===== src/verilog/ama_riscv_pkg.sv =====
`default_nettype none

package ama_riscv_pkg;

// sizes
localparam int XLEN = 32;
localparam int RF_ADDR_W = 5;
localparam int RF_NUM = 1 << RF_ADDR_W;
localparam int DMEM_DEPTH = 64;
localparam int DMEM_ADDR_W = $clog2(DMEM_DEPTH);
localparam int QUEUE_DEPTH = 8;
localparam int QUEUE_PTR_W = $clog2(QUEUE_DEPTH);
localparam int PC_W = 16;

typedef logic [RF_ADDR_W-1:0] rf_addr_t;
localparam rf_addr_t RF_X0_ZERO = '0;

typedef enum logic [2:0] {
    ALU_ADD, ALU_SUB, ALU_AND, ALU_OR, ALU_XOR, ALU_SLL, ALU_SRL, ALU_SLT
} alu_op_t;

typedef enum logic [1:0] {
    ALU_A_SEL_RS1 = 2'd0,
    ALU_A_SEL_PC  = 2'd1,
    ALU_A_SEL_FWD = 2'd2
} alu_a_sel_t;

typedef enum logic [1:0] {
    ALU_B_SEL_RS2 = 2'd0,
    ALU_B_SEL_IMM = 2'd1,
    ALU_B_SEL_FWD = 2'd2
} alu_b_sel_t;

// EWBK is the memory stage alu result, WBK the writeback data
typedef enum logic {
    FWD_BE_EWBK = 1'b0,
    FWD_BE_WBK  = 1'b1
} fwd_be_t;

// blt compares signed
typedef enum logic [1:0] {
    BR_BEQ = 2'd0,
    BR_BNE = 2'd1,
    BR_BLT = 2'd2
} branch_cond_t;

typedef struct packed {
    logic to_dec;
    logic to_exe;
} hazard_be_t;

typedef struct packed {
    logic [PC_W-1:0] pc;
    alu_op_t         alu_op;
    rf_addr_t        rd;
    rf_addr_t        rs1;
    rf_addr_t        rs2;
    logic [XLEN-1:0] imm;
    alu_a_sel_t      alu_a_sel;
    alu_b_sel_t      alu_b_sel;
    logic            rd_we;
    logic            load_inst;
    logic            store_inst;
    logic            branch_inst;
    branch_cond_t    branch_cond;
} inst_t;

typedef struct packed {
    logic [PC_W-1:0] pc;
    rf_addr_t        rd;
    logic            rd_we;
    logic [XLEN-1:0] data;
    logic            store_inst;
    logic [XLEN-1:0] addr;
    logic            taken;
} commit_t;

endpackage

`default_nettype wire


===== src/verilog/ama_riscv_operand_forwarding.sv =====
`timescale 1ns/10ps
`default_nettype none

module ama_riscv_operand_forwarding (
    // inputs
    input  logic                      store_inst_dec,
    input  logic                      branch_inst_dec,
    input  logic                      store_inst_exe,
    input  logic                      branch_inst_exe,
    input  logic                      load_inst_mem,
    input  ama_riscv_pkg::rf_addr_t   rs1_dec,
    input  ama_riscv_pkg::rf_addr_t   rs2_dec,
    input  ama_riscv_pkg::rf_addr_t   rs1_exe,
    input  ama_riscv_pkg::rf_addr_t   rs2_exe,
    input  ama_riscv_pkg::rf_addr_t   rd_mem,
    input  ama_riscv_pkg::rf_addr_t   rd_wbk,
    input  logic                      rd_we_mem,
    input  logic                      rd_we_wbk,
    input  ama_riscv_pkg::alu_a_sel_t alu_a_sel_dec,
    input  ama_riscv_pkg::alu_b_sel_t alu_b_sel_dec,
    input  ama_riscv_pkg::alu_a_sel_t alu_a_sel_exe,
    input  ama_riscv_pkg::alu_b_sel_t alu_b_sel_exe,
    // outputs
    output ama_riscv_pkg::fwd_be_t    fwd_be_rs1_dec,
    output ama_riscv_pkg::fwd_be_t    fwd_be_rs2_dec,
    output ama_riscv_pkg::fwd_be_t    fwd_be_rs1_exe,
    output ama_riscv_pkg::fwd_be_t    fwd_be_rs2_exe,
    output ama_riscv_pkg::alu_a_sel_t alu_a_sel_fwd,
    output ama_riscv_pkg::alu_b_sel_t alu_b_sel_fwd,
    output logic                      bc_a_sel_fwd,
    output logic                      bcs_b_sel_fwd,
    output logic                      rf_a_sel_fwd,
    output logic                      rf_b_sel_fwd,
    output ama_riscv_pkg::hazard_be_t hazard_be
);

import ama_riscv_pkg::*;

// source matches a pending write, x0 never matches
function automatic logic hit(rf_addr_t src, rf_addr_t dst, logic we);
    return we && (src == dst) && (src != RF_X0_ZERO);
endfunction

logic rs1_dec_mem, rs2_dec_mem, rs1_exe_mem, rs2_exe_mem;
logic rs1_dec_wbk, rs2_dec_wbk, rs1_exe_wbk, rs2_exe_wbk;
logic rs1_dec_any, rs2_dec_any, rs1_exe_any, rs2_exe_any;

assign rs1_dec_mem = hit(rs1_dec, rd_mem, rd_we_mem);
assign rs2_dec_mem = hit(rs2_dec, rd_mem, rd_we_mem);
assign rs1_exe_mem = hit(rs1_exe, rd_mem, rd_we_mem);
assign rs2_exe_mem = hit(rs2_exe, rd_mem, rd_we_mem);
assign rs1_dec_wbk = hit(rs1_dec, rd_wbk, rd_we_wbk);
assign rs2_dec_wbk = hit(rs2_dec, rd_wbk, rd_we_wbk);
assign rs1_exe_wbk = hit(rs1_exe, rd_wbk, rd_we_wbk);
assign rs2_exe_wbk = hit(rs2_exe, rd_wbk, rd_we_wbk);

assign rs1_dec_any = rs1_dec_mem || rs1_dec_wbk;
assign rs2_dec_any = rs2_dec_mem || rs2_dec_wbk;
assign rs1_exe_any = rs1_exe_mem || rs1_exe_wbk;
assign rs2_exe_any = rs2_exe_mem || rs2_exe_wbk;

// younger producer in mem shadows the one in writeback
assign fwd_be_rs1_dec = rs1_dec_mem ? FWD_BE_EWBK : FWD_BE_WBK;
assign fwd_be_rs2_dec = rs2_dec_mem ? FWD_BE_EWBK : FWD_BE_WBK;
assign fwd_be_rs1_exe = rs1_exe_mem ? FWD_BE_EWBK : FWD_BE_WBK;
assign fwd_be_rs2_exe = rs2_exe_mem ? FWD_BE_EWBK : FWD_BE_WBK;

always_comb begin
    alu_a_sel_fwd = alu_a_sel_exe;
    alu_b_sel_fwd = alu_b_sel_exe;
    // only register operands get replaced, pc and imm pass through
    if (rs1_exe_any && (alu_a_sel_exe == ALU_A_SEL_RS1)) alu_a_sel_fwd = ALU_A_SEL_FWD;
    if (rs2_exe_any && (alu_b_sel_exe == ALU_B_SEL_RS2)) alu_b_sel_fwd = ALU_B_SEL_FWD;
end

// compare operands and store data in execute
assign bc_a_sel_fwd = rs1_exe_any && branch_inst_exe;
assign bcs_b_sel_fwd = rs2_exe_any && (branch_inst_exe || store_inst_exe);

// decode operands captured into execute
assign rf_a_sel_fwd = rs1_dec_any && (branch_inst_dec || (alu_a_sel_dec == ALU_A_SEL_RS1));
assign rf_b_sel_fwd = rs2_dec_any &&
    (branch_inst_dec || store_inst_dec || (alu_b_sel_dec == ALU_B_SEL_RS2));

// load data is not ready in mem, wait one cycle and take it from writeback
always_comb begin
    hazard_be.to_exe = load_inst_mem && (rs1_exe_mem || rs2_exe_mem);
    hazard_be.to_dec = load_inst_mem && (rs1_dec_mem || rs2_dec_mem);
end

endmodule

`default_nettype wire


===== config.mk =====
export PLATFORM = sky130hd
export DESIGN_NAME = ama_riscv_operand_forwarding
export DESIGN_NICKNAME = d
export VERILOG_FILES = /design/src/verilog/ama_riscv_pkg.sv /design/src/verilog/ama_riscv_operand_forwarding.sv
export SDC_FILE = /design/constraint.sdc
export NUM_CORES = 1
export LEC_CHECK = 0
export BUFFER_PORTS_ARGS = -buffer_cell sky130_fd_sc_hd__buf_2
export CORE_AREA = 8 8 52 54
export DETAILED_ROUTE_END_ITERATION = 10
export DIE_AREA = 0 0 60 62
export PLACE_DENSITY_LB_ADDON = 0.05
export SETUP_SLACK_MARGIN = 0.05
export SLEW_MARGIN = 15
export SYNTH_ARGS = -nofsm -noshare
export SYNTH_HDL_FRONTEND = slang
export SYNTH_SLANG_ARGS = --single-unit

===== constraint.sdc =====
create_clock -name vclk -period 1.6
set_input_delay 0.32 -clock vclk [all_inputs]
set_output_delay 0.32 -clock vclk [all_outputs]
set_load 0.005 [all_outputs]

## Word-level counts from Yosys, hierarchy flattened

Index checks and enable logic that the tools add are counted.
Widths: inputs -> output; s select.

- Output and inout bits: 14
- Logic and storage cells: 56
- Register bits: 0
- Input port bits: 45

- Reductions and logical operators: 42
- Eq/ne operators: 8
- Multiplexer cells: 6

Operators by type and width:

| operator | count |
|---|---|
| $eq 5x5->1 | 8 |
| $logic_and 1x1->1 | 24 |
| $reduce_bool 5->1 | 4 |
| $logic_or 1x1->1 | 10 |
| $logic_not 2->1 | 4 |
| $mux 1 | 4 |
| $mux 2 | 2 |

## Longest topological paths before layout

Gate-level depths: netlist of the first run.

- Depth after elaboration: 6
- Gate-level depth with buffers: 5
- Mapped depth without buffers: 5

## Least setup slack after synthesis of the first run

No wires, ideal clock.

- Path kind: in2out
- Start point: input rs2_exe[1]
- End point: output alu_b_sel_fwd[1]
- Required time: 1.280 ns
- Stages on the path: 5
- Slack: -0.040 ns
- Path buffers: 0
- Data arrival time: 1.320 ns
- Cells stage by stage: or4_4 nor2_2 or3_4 o31ai_1 a21o_1

- Word-level cells in the longest chain between the ends: 6
- Elaborated cells between the ends (all ways): 10
- Those cells by class: eq/ne (2); mux (1); reduce/logical (7)

RTL lines:

| element | line | text |
|---|---|---|
| from (decl) | ama_riscv_operand_forwarding.sv:14 | `input ama_riscv_pkg::rf_addr_t rs2_exe,` |
| $eq 5x5->1 | ama_riscv_operand_forwarding.sv:41 | `return we && (src == dst) && (src != RF_X0_ZERO);` |
| $logic_and 1x1->1 (2 in series) | ama_riscv_operand_forwarding.sv:41 |  |
| $logic_or 1x1->1 * | ama_riscv_operand_forwarding.sv:60 | `assign rs2_exe_any = rs2_exe_mem \|\| rs2_exe_wbk;` |
| $logic_and 1x1->1 * | ama_riscv_operand_forwarding.sv:73 | `if (rs2_exe_any && (alu_b_sel_exe == ALU_B_SEL_RS2)) alu_b_sel_fwd = ALU_B_SEL_FWD;` |
| $mux 2 * | ama_riscv_operand_forwarding.sv:73 |  |
| to (decl) | ama_riscv_operand_forwarding.sv:29 | `output ama_riscv_pkg::alu_b_sel_t alu_b_sel_fwd,` |

Every way passes the cells marked *; elsewhere a longest branch is shown, timed or not.

## Worst setup path in the final report of the first run

Ends and elaborated chain as after synthesis.

==> results_dict.tcl, run 1 <==
set metrics [dict create \
    post-route-period-util_pct 116 \
    tightestPinTransition_ns 0.303 \
    clock.fmax_mhz 538 \
    power_density_nw_per_um2 247 \
    cp_slowest_cell "or4_4" \
    status "finished with violations" \
    start_kind "primary input" \
    drive_above_1_share_pct 63.0 \
    yosysSeqAreaShare_pct 0 \
    hold_class "in2out" \
    initial_core_util_pct 32.7 \
    seq_cell_count 0 \
    grt_setup_unrepaired "true" \
    cp-end-kind "output pin" \
    postSynthCellCount 85 \
    worstPathArrival_ns 1.54 \
    crit_buf_inv 2 \
    detail-route-antenna-nets 0 \
    fp.dieArea_sq_um 3720 \
    dp.final_hpwl_microns 2290 \
    min_from "alu_a_sel_exe[0]" \
    failed_checks "setup timing" \
    regArea_sq_um 0 \
    gr-usage-all-layers_pct 14.0 \
    slew_viol_final 0 \
    fin_crit_ns 1.86 \
    setup_ws_ns -0.260 \
    syn_area_sq_um 622 \
    boundaryPins 59 \
    maxCapViolCount 0 \
    ctsHoldBuffers 0 \
    ys_types 24 \
    wirelength_microns 2870 \
    avgSynthCellArea_sq_um 7.32 \
    antenna_found_initial 0 \
    viasPerCell 4.67 \
    cp_slowest_stage_delay_ns 0.55 \
    core_area_sq_um 1900 \
    finalInstanceArea_sq_um 1420 \
    grt_pass1_wl_microns 4200 \
    fillers 148 \
    hold_end "alu_a_sel_fwd[0]" \
    rows 16 \
    netlist.area_leader.share_pct 33.8 \
    final_util_pct 74.7 \
    synth_largest_area_cell "xnor2_1" \
    cpLargestDelayFamily "simple AND/OR/NAND/NOR gates" \
    stdcell_count 192 \
    critPathMaxFanout 2 \
    dieHeight_microns 62 \
    port_buffers 59 \
    die_x_microns 60 \
    fin_nets 212 \
    ys_warn_count 0 \
    dp.cells 188 \
    vias 897 \
    relSlewSlack_pct 79.6 \
    grt_max_degree 5 \
    area_growth_pct 129 \
    power_leakage_nw 0.657 \
    setup_violations 12 \
    num_antenna_cells 0 \
    drc 0 \
    critical_path.cell_chain "buf_6 > or4_4 > nor2_4 > or3_4 > o31ai_4 > a21o_1 > buf_2" \
    wire_per_inst_microns 14.9 \
    drt_iter0_markers 11 \
    crit_type "in2out" \
    gp_congestion 0.838 \
    clockBufferCount 0 \
    cp.required_ns 1.28 \
    whs_path_depth 2 \
    overflow 0 \
    drtPass1Iterations 2 \
    hold_viol 0 \
    grt_pass1_vias 955 \
    ir_drop_uv 161 \
    synthTopCellsByArea "xnor2_1 (34%), xor2_1 (23%), nand4_1 (6.0%)" \
    postPlaceCellArea_sq_um 1100 \
    syn_nets 130 \
]
[cells in the mapped netlist (2+ instances only)]
cell type  number
xnor2_1        24
xor2_1         16
nand4_1         6
nor4_1          6
nor2_1          5
nand2_1         4
inv_1           3
and3_1          2
clkbuf_1        2
o21a_1          2
or4_1           2
[final cells by class]
type / instances / area, sq um / area share [%]
Inverter: 3 / 11.3 / 0.792
Multi-Input combinational cell: 80 / 764 / 53.8
Timing Repair Buffer: 82 / 612 / 43.0
Tap cell: 27 / 33.8 / 2.38
[per-stage QoR]
| step | hold slack (ns) | setup WS, ns | power [mW] | TNS, ns |
|---|---|---|---|---|
| 2_1_floorplan | 0.713 | -0.0397 | 0.108 | -0.0397 |
| 3_3_place_gp | 0.826 | -0.294 | 0.258 | -1.83 |
| 3_5_place_dp | 0.824 | -0.309 | 0.265 | -2.08 |
| 4_1_cts | 0.824 | -0.272 | 0.305 | -1.71 |
| 5_1_grt | 0.836 | -0.307 | 0.377 | -2.35 |
| 6_report | 0.824 | -0.260 | 0.352 | -1.67 |
[how the worst max path moves through the flow]
stage          startpoint               end  depth (start not counted)
2_1_floorplan  rs2_exe[1]  alu_b_sel_fwd[1]                          5
3_3_place_gp   rs2_exe[1]  alu_b_sel_fwd[1]                          7
3_5_place_dp   rs2_exe[1]      hazard_be[0]                          8
4_1_cts        rs2_exe[4]  alu_b_sel_fwd[1]                          7
5_1_grt        rs2_exe[1]      hazard_be[0]                          8
6_report       rs2_exe[1]  alu_b_sel_fwd[1]                          7
[logic make-up (layout without fill, tap and decap cells)]
logic type	Yosys count	after routing	share of synthesized area (%)
and+or+nand+nor	30	30	28.4
AOI/OAI and AO/OA	10	10	12.3
xor gates and xnor gates	40	40	56.3
buffers and inverters	5	85	3.02
[routing by layer]
layer	vias to the layer above	routed length, microns	global-route usage [%]
met5	-	0	0
met4	0	13	0
met2	36	1420	27.4
li1	460	-	-
met1	399	1160	15.9
met3	2	266	2.88
[power by group]
| part | total, mW | internal [mW] | switching, mW |
|---|---|---|---|
| sequential | 0 | 0 | 0 |
| clock | 0 | 0 | 0 |
| combinational | 0.352 | 0.203 | 0.148 |
[timing repair]
| action | 4_1_cts | 5_1_grt |
|---|---|---|
| setup buffers | 3 | 2 |
| setup endpoints to repair | 12 | 12 |
| pin swaps | 18 | 20 |
| gates resized for setup | 35 | 30 |
[cells in the final DEF, fill, tap and decap left out, types with 6 or more instances in the layout]
| cell | synthesis | final |
|---|---|---|
| buf_8 | 0 | 6 |
| buf_4 | 0 | 19 |
| buf_6 | 0 | 15 |
| nand4_1 | 6 | 6 |
| xnor2_1 | 24 | 17 |
| xor2_1 | 16 | 15 |
| xnor2_2 | 0 | 7 |
| buf_2 | 0 | 42 |
No activity file was read; power rests on OpenSTA's default activity.
==> run 2: changes to the inputs <==
--- a/config.mk
+++ b/config.mk
@@ -5,10 +5,12 @@
 export SDC_FILE = /design/constraint.sdc
 export NUM_CORES = 1
 export LEC_CHECK = 0
+export ABC_AREA = 1
 export BUFFER_PORTS_ARGS = -buffer_cell sky130_fd_sc_hd__buf_2
-export CORE_AREA = 8 8 52 54
+export CORE_AREA = 8 8 56 58
 export DETAILED_ROUTE_END_ITERATION = 10
-export DIE_AREA = 0 0 60 62
+export DIE_AREA = 0 0 64 66
+export MAX_ROUTING_LAYER = met4
 export PLACE_DENSITY_LB_ADDON = 0.05
 export SETUP_SLACK_MARGIN = 0.05
 export SLEW_MARGIN = 15
==> results_dict.tcl, run 2 <==
set metrics [dict create \
    status "finished clean" \
    maxCapViolCount 0 \
    gr-usage-all-layers_pct 14.3 \
    finalSetupTns_ns 0 \
    power_leakage_nw 0.820 \
    power_density_nw_per_um2 237 \
    syn_nets 249 \
    grt_pass1_wl_microns 5110 \
    wirelength_microns 3130 \
    overflow 0 \
    ir_drop_uv 122 \
    port_buffers 59 \
    wire_per_inst_microns 10.7 \
    hold_viol 0 \
    gp_congestion 0.899 \
    cp-end-kind "output pin" \
    worstPathArrival_ns 1.16 \
    met2_usage_pct 24.6 \
    seq_cell_count 0 \
    ys_types 17 \
    avgSynthCellArea_sq_um 4.20 \
    grt_max_degree 8 \
    initial_core_util_pct 36.9 \
    tightestPinTransition_ns 0.193 \
    gr-usage-met3_pct 2.20 \
    die_x_microns 64 \
    viasPerCell 4.57 \
    cpLargestDelayFamily "simple AND/OR/NAND/NOR gates" \
    grt_pass1_vias 1227 \
    regArea_sq_um 0 \
    syn_area_sq_um 856 \
    cp_slowest_stage_delay_ns 0.16 \
    met1_usage_pct 17.9 \
    grt_setup_unrepaired "true" \
    area_growth_pct 62.0 \
    busiest_layer "met2" \
    ctsHoldBuffers 0 \
    boundaryPins 59 \
    setup_violations 0 \
    final_common_cell "nand2_1" \
    whs_ns 0.822 \
    start_kind "primary input" \
    synthTopCellsByArea "nand2_1 (39%), inv_1 (15%), nor2_1 (15%)" \
    cp.required_ns 1.28 \
    fp.dieArea_sq_um 4220 \
    dieHeight_microns 66 \
    fin_crit_ns 1.48 \
    drt_iter0_markers 44 \
    critPathMaxFanout 4 \
    final_util_pct 59.8 \
    drtPass1Iterations 4 \
    yosysSeqAreaShare_pct 0 \
    antenna_found_initial 0 \
    dp.final_hpwl_microns 2710 \
    num_antenna_cells 0 \
    cp_slowest_cell "a21oi_1" \
    postSynthCellCount 204 \
    ys_warn_count 0 \
    fin_nets 309 \
    clockBufferCount 0 \
    vias 1333 \
    fillers 252 \
    synth_largest_area_cell "nand2_1" \
    detail-route-antenna-nets 0 \
    layout_common_cells "nand2_1 (83), buf_2 (42), nor2_1 (26)" \
    clock.fmax_mhz 676 \
    rows 18 \
    critical_path.cell_chain "buf_2 > inv_1 > nand3_1 > nor2_4 > nor2_2 > nand3_2 > a21oi_1 > buf_2" \
    hold_class "in2out" \
    drive_above_1_share_pct 39.3 \
    netlist.area_leader.share_pct 39.0 \
    crit_type "in2out" \
    stdcell_count 292 \
    cp_common_cell "buf_2" \
    core_area_sq_um 2320 \
    relSlewSlack_pct 87.0 \
    drc 0 \
    post-synth-top-count-cell "nand2_1" \
    dp.cells 292 \
    crit_buf_inv 3 \
    post-route-period-util_pct 92.5 \
    slew_viol_final 0 \
    synthTopCellsByCount "nand2_1 (89), inv_1 (35), nor2_1 (35), o21ai_0 (13), nand3_1 (8)" \
]
[run 2: cell families (layout without fill, tap and decap cells)]
| logic type | after synthesis | in the layout | synth area share, % |
|---|---|---|---|
| AND/OR/NAND/NOR | 141 | 141 | 66.8 |
| XOR/XNOR | 3 | 3 | 3.07 |
| AO/OA/AOI/OAI | 22 | 22 | 13.5 |
| buffers and inverters | 38 | 96 | 16.7 |
[run 2: timing repair]
action,CTS,global route
resized for setup,1,89
pin swaps,0,32
setup endpoints to repair,3,8
hold endpoints to repair,0,0
setup buffers,0,0
[run 2: layer usage]
layer	wire, microns	vias up
met5	0	-
met1	1500	559
met2	1430	34
met3	176	2
li1	-	738
met4	25	0
[run 2: power breakdown]
part	internal (mW)	switching [mW]
combinational	0.151	0.178
clock	0	0
sequential	0	0
total	0.151	0.178
[run 2: area by class of cell]
cell class         count  area, sq um  area share, %
repair buffers        60          403           29.1
well taps             30         37.5           2.71
inverters             36          158           11.4
multi-input cells    166          788           56.9
[run 2: through the flow]
step | total power [mW] | instance area, sq um | worst slack (ns)
2_1_floorplan | 0.142 | 856 | 0.353
3_3_place_gp | 0.265 | 1190 | 0.0449
3_5_place_dp | 0.262 | 1190 | 0.0248
4_1_cts | 0.264 | 1190 | 0.0578
5_1_grt | 0.369 | 1390 | 0.0355
6_report | 0.328 | 1390 | 0.121
[run 2: worst paths after layout]
check	end	from	cells after the start	slack, ns
setup / recovery	hazard_be[1]	rs2_dec[3]	8	0.12
hold / removal	alu_b_sel_fwd[0]	alu_b_sel_exe[0]	2	0.82
==> run 3: changes to the inputs <==
--- a/config.mk
+++ b/config.mk
@@ -11,7 +11,7 @@
 export DETAILED_ROUTE_END_ITERATION = 10
 export DIE_AREA = 0 0 64 66
 export MAX_ROUTING_LAYER = met4
-export PLACE_DENSITY_LB_ADDON = 0.05
+export PLACE_DENSITY = 0.77
 export SETUP_SLACK_MARGIN = 0.05
 export SLEW_MARGIN = 15
 export SYNTH_ARGS = -nofsm -noshare
==> results_dict.tcl, run 3 (synthesis gave the netlist of run 2 again) <==
set metrics [dict create \
    dp.final_hpwl_microns 2690 \
    whs_ns 0.825 \
    p_total_mw 0.305 \
    area_growth_pct 53.4 \
    overflow 0 \
    gp_congestion 0.863 \
    fp.dieArea_sq_um 4220 \
    ctsHoldBuffers 0 \
    switching_share_pct 56.8 \
    initial_core_util_pct 36.9 \
    wire_per_inst_microns 10.8 \
    critical_path.cell_chain "buf_2 > or2_2 > nor2_2 > nor2_1 > nand3_2 > a21oi_1 > buf_2" \
    drt_iter0_markers 85 \
    clockBufferCount 0 \
    grt_pass1_vias 1167 \
    cp_common_cell "buf_2" \
    grt_pass1_wl_microns 4920 \
    intPower_mw 0.132 \
    pwr-share-seq_pct 0 \
    wirelength_microns 3140 \
    cp-end-kind "output pin" \
    num_antenna_cells 0 \
    final_common_cell "nand2_1" \
    tightestPinTransition_ns 0.226 \
    hold_viol 0 \
    start_kind "primary input" \
    fin_nets 308 \
    power_leakage_nw 0.801 \
    post-cts-setup-buffers 0 \
    die_x_microns 64 \
    rows 18 \
    status "finished clean" \
    power_frac_clock_pct 0 \
    cp_slowest_stage_delay_ns 0.31 \
    fin_crit_ns 1.55 \
    drtPass1Iterations 4 \
    clock.fmax_mhz 646 \
    comb_power_share_pct 100.0 \
    gr-usage-all-layers_pct 13.7 \
    grt_max_degree 8 \
    setup_violations 0 \
    ir_drop_uv 123 \
    critPathMaxFanout 4 \
    regArea_sq_um 0 \
    drc 0 \
    boundaryPins 59 \
    hold_class "in2out" \
    worstPathArrival_ns 1.23 \
    drive_above_1_share_pct 37.2 \
    post-route-period-util_pct 96.8 \
    detail-route-antenna-nets 0 \
    maxCapViolCount 0 \
    viasPerCell 4.51 \
    relSlewSlack_pct 84.8 \
    crit_type "in2out" \
    antenna_found_initial 0 \
    cp_slowest_cell "or2_2" \
    core_area_sq_um 2320 \
    finalSetupTns_ns 0 \
    dieHeight_microns 66 \
    grt_setup_unrepaired "false" \
    p_sw_mw 0.173 \
    slew_viol_final 0 \
    port_buffers 59 \
    cp.required_ns 1.28 \
    power_density_nw_per_um2 233 \
    layout_common_cells "nand2_1 (89), buf_2 (49), inv_1 (24), nor2_1 (24), nor2_2 (11)" \
    seq_cell_count 0 \
    vias 1311 \
]
run 3: cell count changes in the layout (fill, tap and decap cells not counted), sizes merged:
cell and delta:
buf -1
run 3: power by group through the flow:
| stage | Combinational (mW) | Clock (mW) | Sequential, mW |
|---|---|---|---|
| 4_1_cts | 0.261 | 0 | 0 |
| 3_3_place_gp | 0.258 | 0 | 0 |
| 3_5_place_dp | 0.259 | 0 | 0 |
| 6_report | 0.305 | 0 | 0 |
| 5_1_grt | 0.344 | 0 | 0 |
| 2_1_floorplan | 0.142 | 0 | 0 |
run 3: path summary, 6_finish.rpt:
kind,start,to,slack [ns],depth (start not counted)
setup / recovery,rs2_dec[2],hazard_be[1],0.05,7
hold / removal,alu_b_sel_exe[0],alu_b_sel_fwd[0],0.82,2
run 3: routing by layer:
metal  GRT usage (%)  vias up  wire length (microns)
met1            17.0      537                   1420
met3            1.02        0                    163
met2            24.5       44                   1550
met5               -        -                      0
li1                -      730                      -
met4           0.836        0                      0
run 3: timing repair:
action | in CTS | in global routing
endpoints found under the setup margin | 0 | 8
resized for setup | 0 | 58
hold endpoints to repair | 0 | 0
run 3: final cells by class:
cell class | count | area (sq um)
Fill cell | 247 | 1010
Inverter | 36 | 140
Multi-Input combinational cell | 166 | 803
Tap cell | 30 | 37.5
Timing Repair Buffer | 59 | 332
run 3: worst max-delay path: cells and delay by family:
kind | cells | cell delay [ns]
and+or+nand+nor | 4 | 0.58
AOI/OAI and AO/OA | 1 | 0.07
buffers and inverters | 2 | 0.25
run 3: through the flow:
step / std cells / cell area, sq um / setup slack [ns] / utilization [%]
finish: 291 / 1310 / 0.0517 / 56.6
global route: 291 / 1310 / 0.0123 / 56.6
CTS: 291 / 1180 / 0.0627 / 50.9
detailed placement: 291 / 1180 / 0.0643 / 50.9
global placement: 291 / 1180 / 0.0788 / 50.9
floorplan: 204 / 856 / 0.353 / -
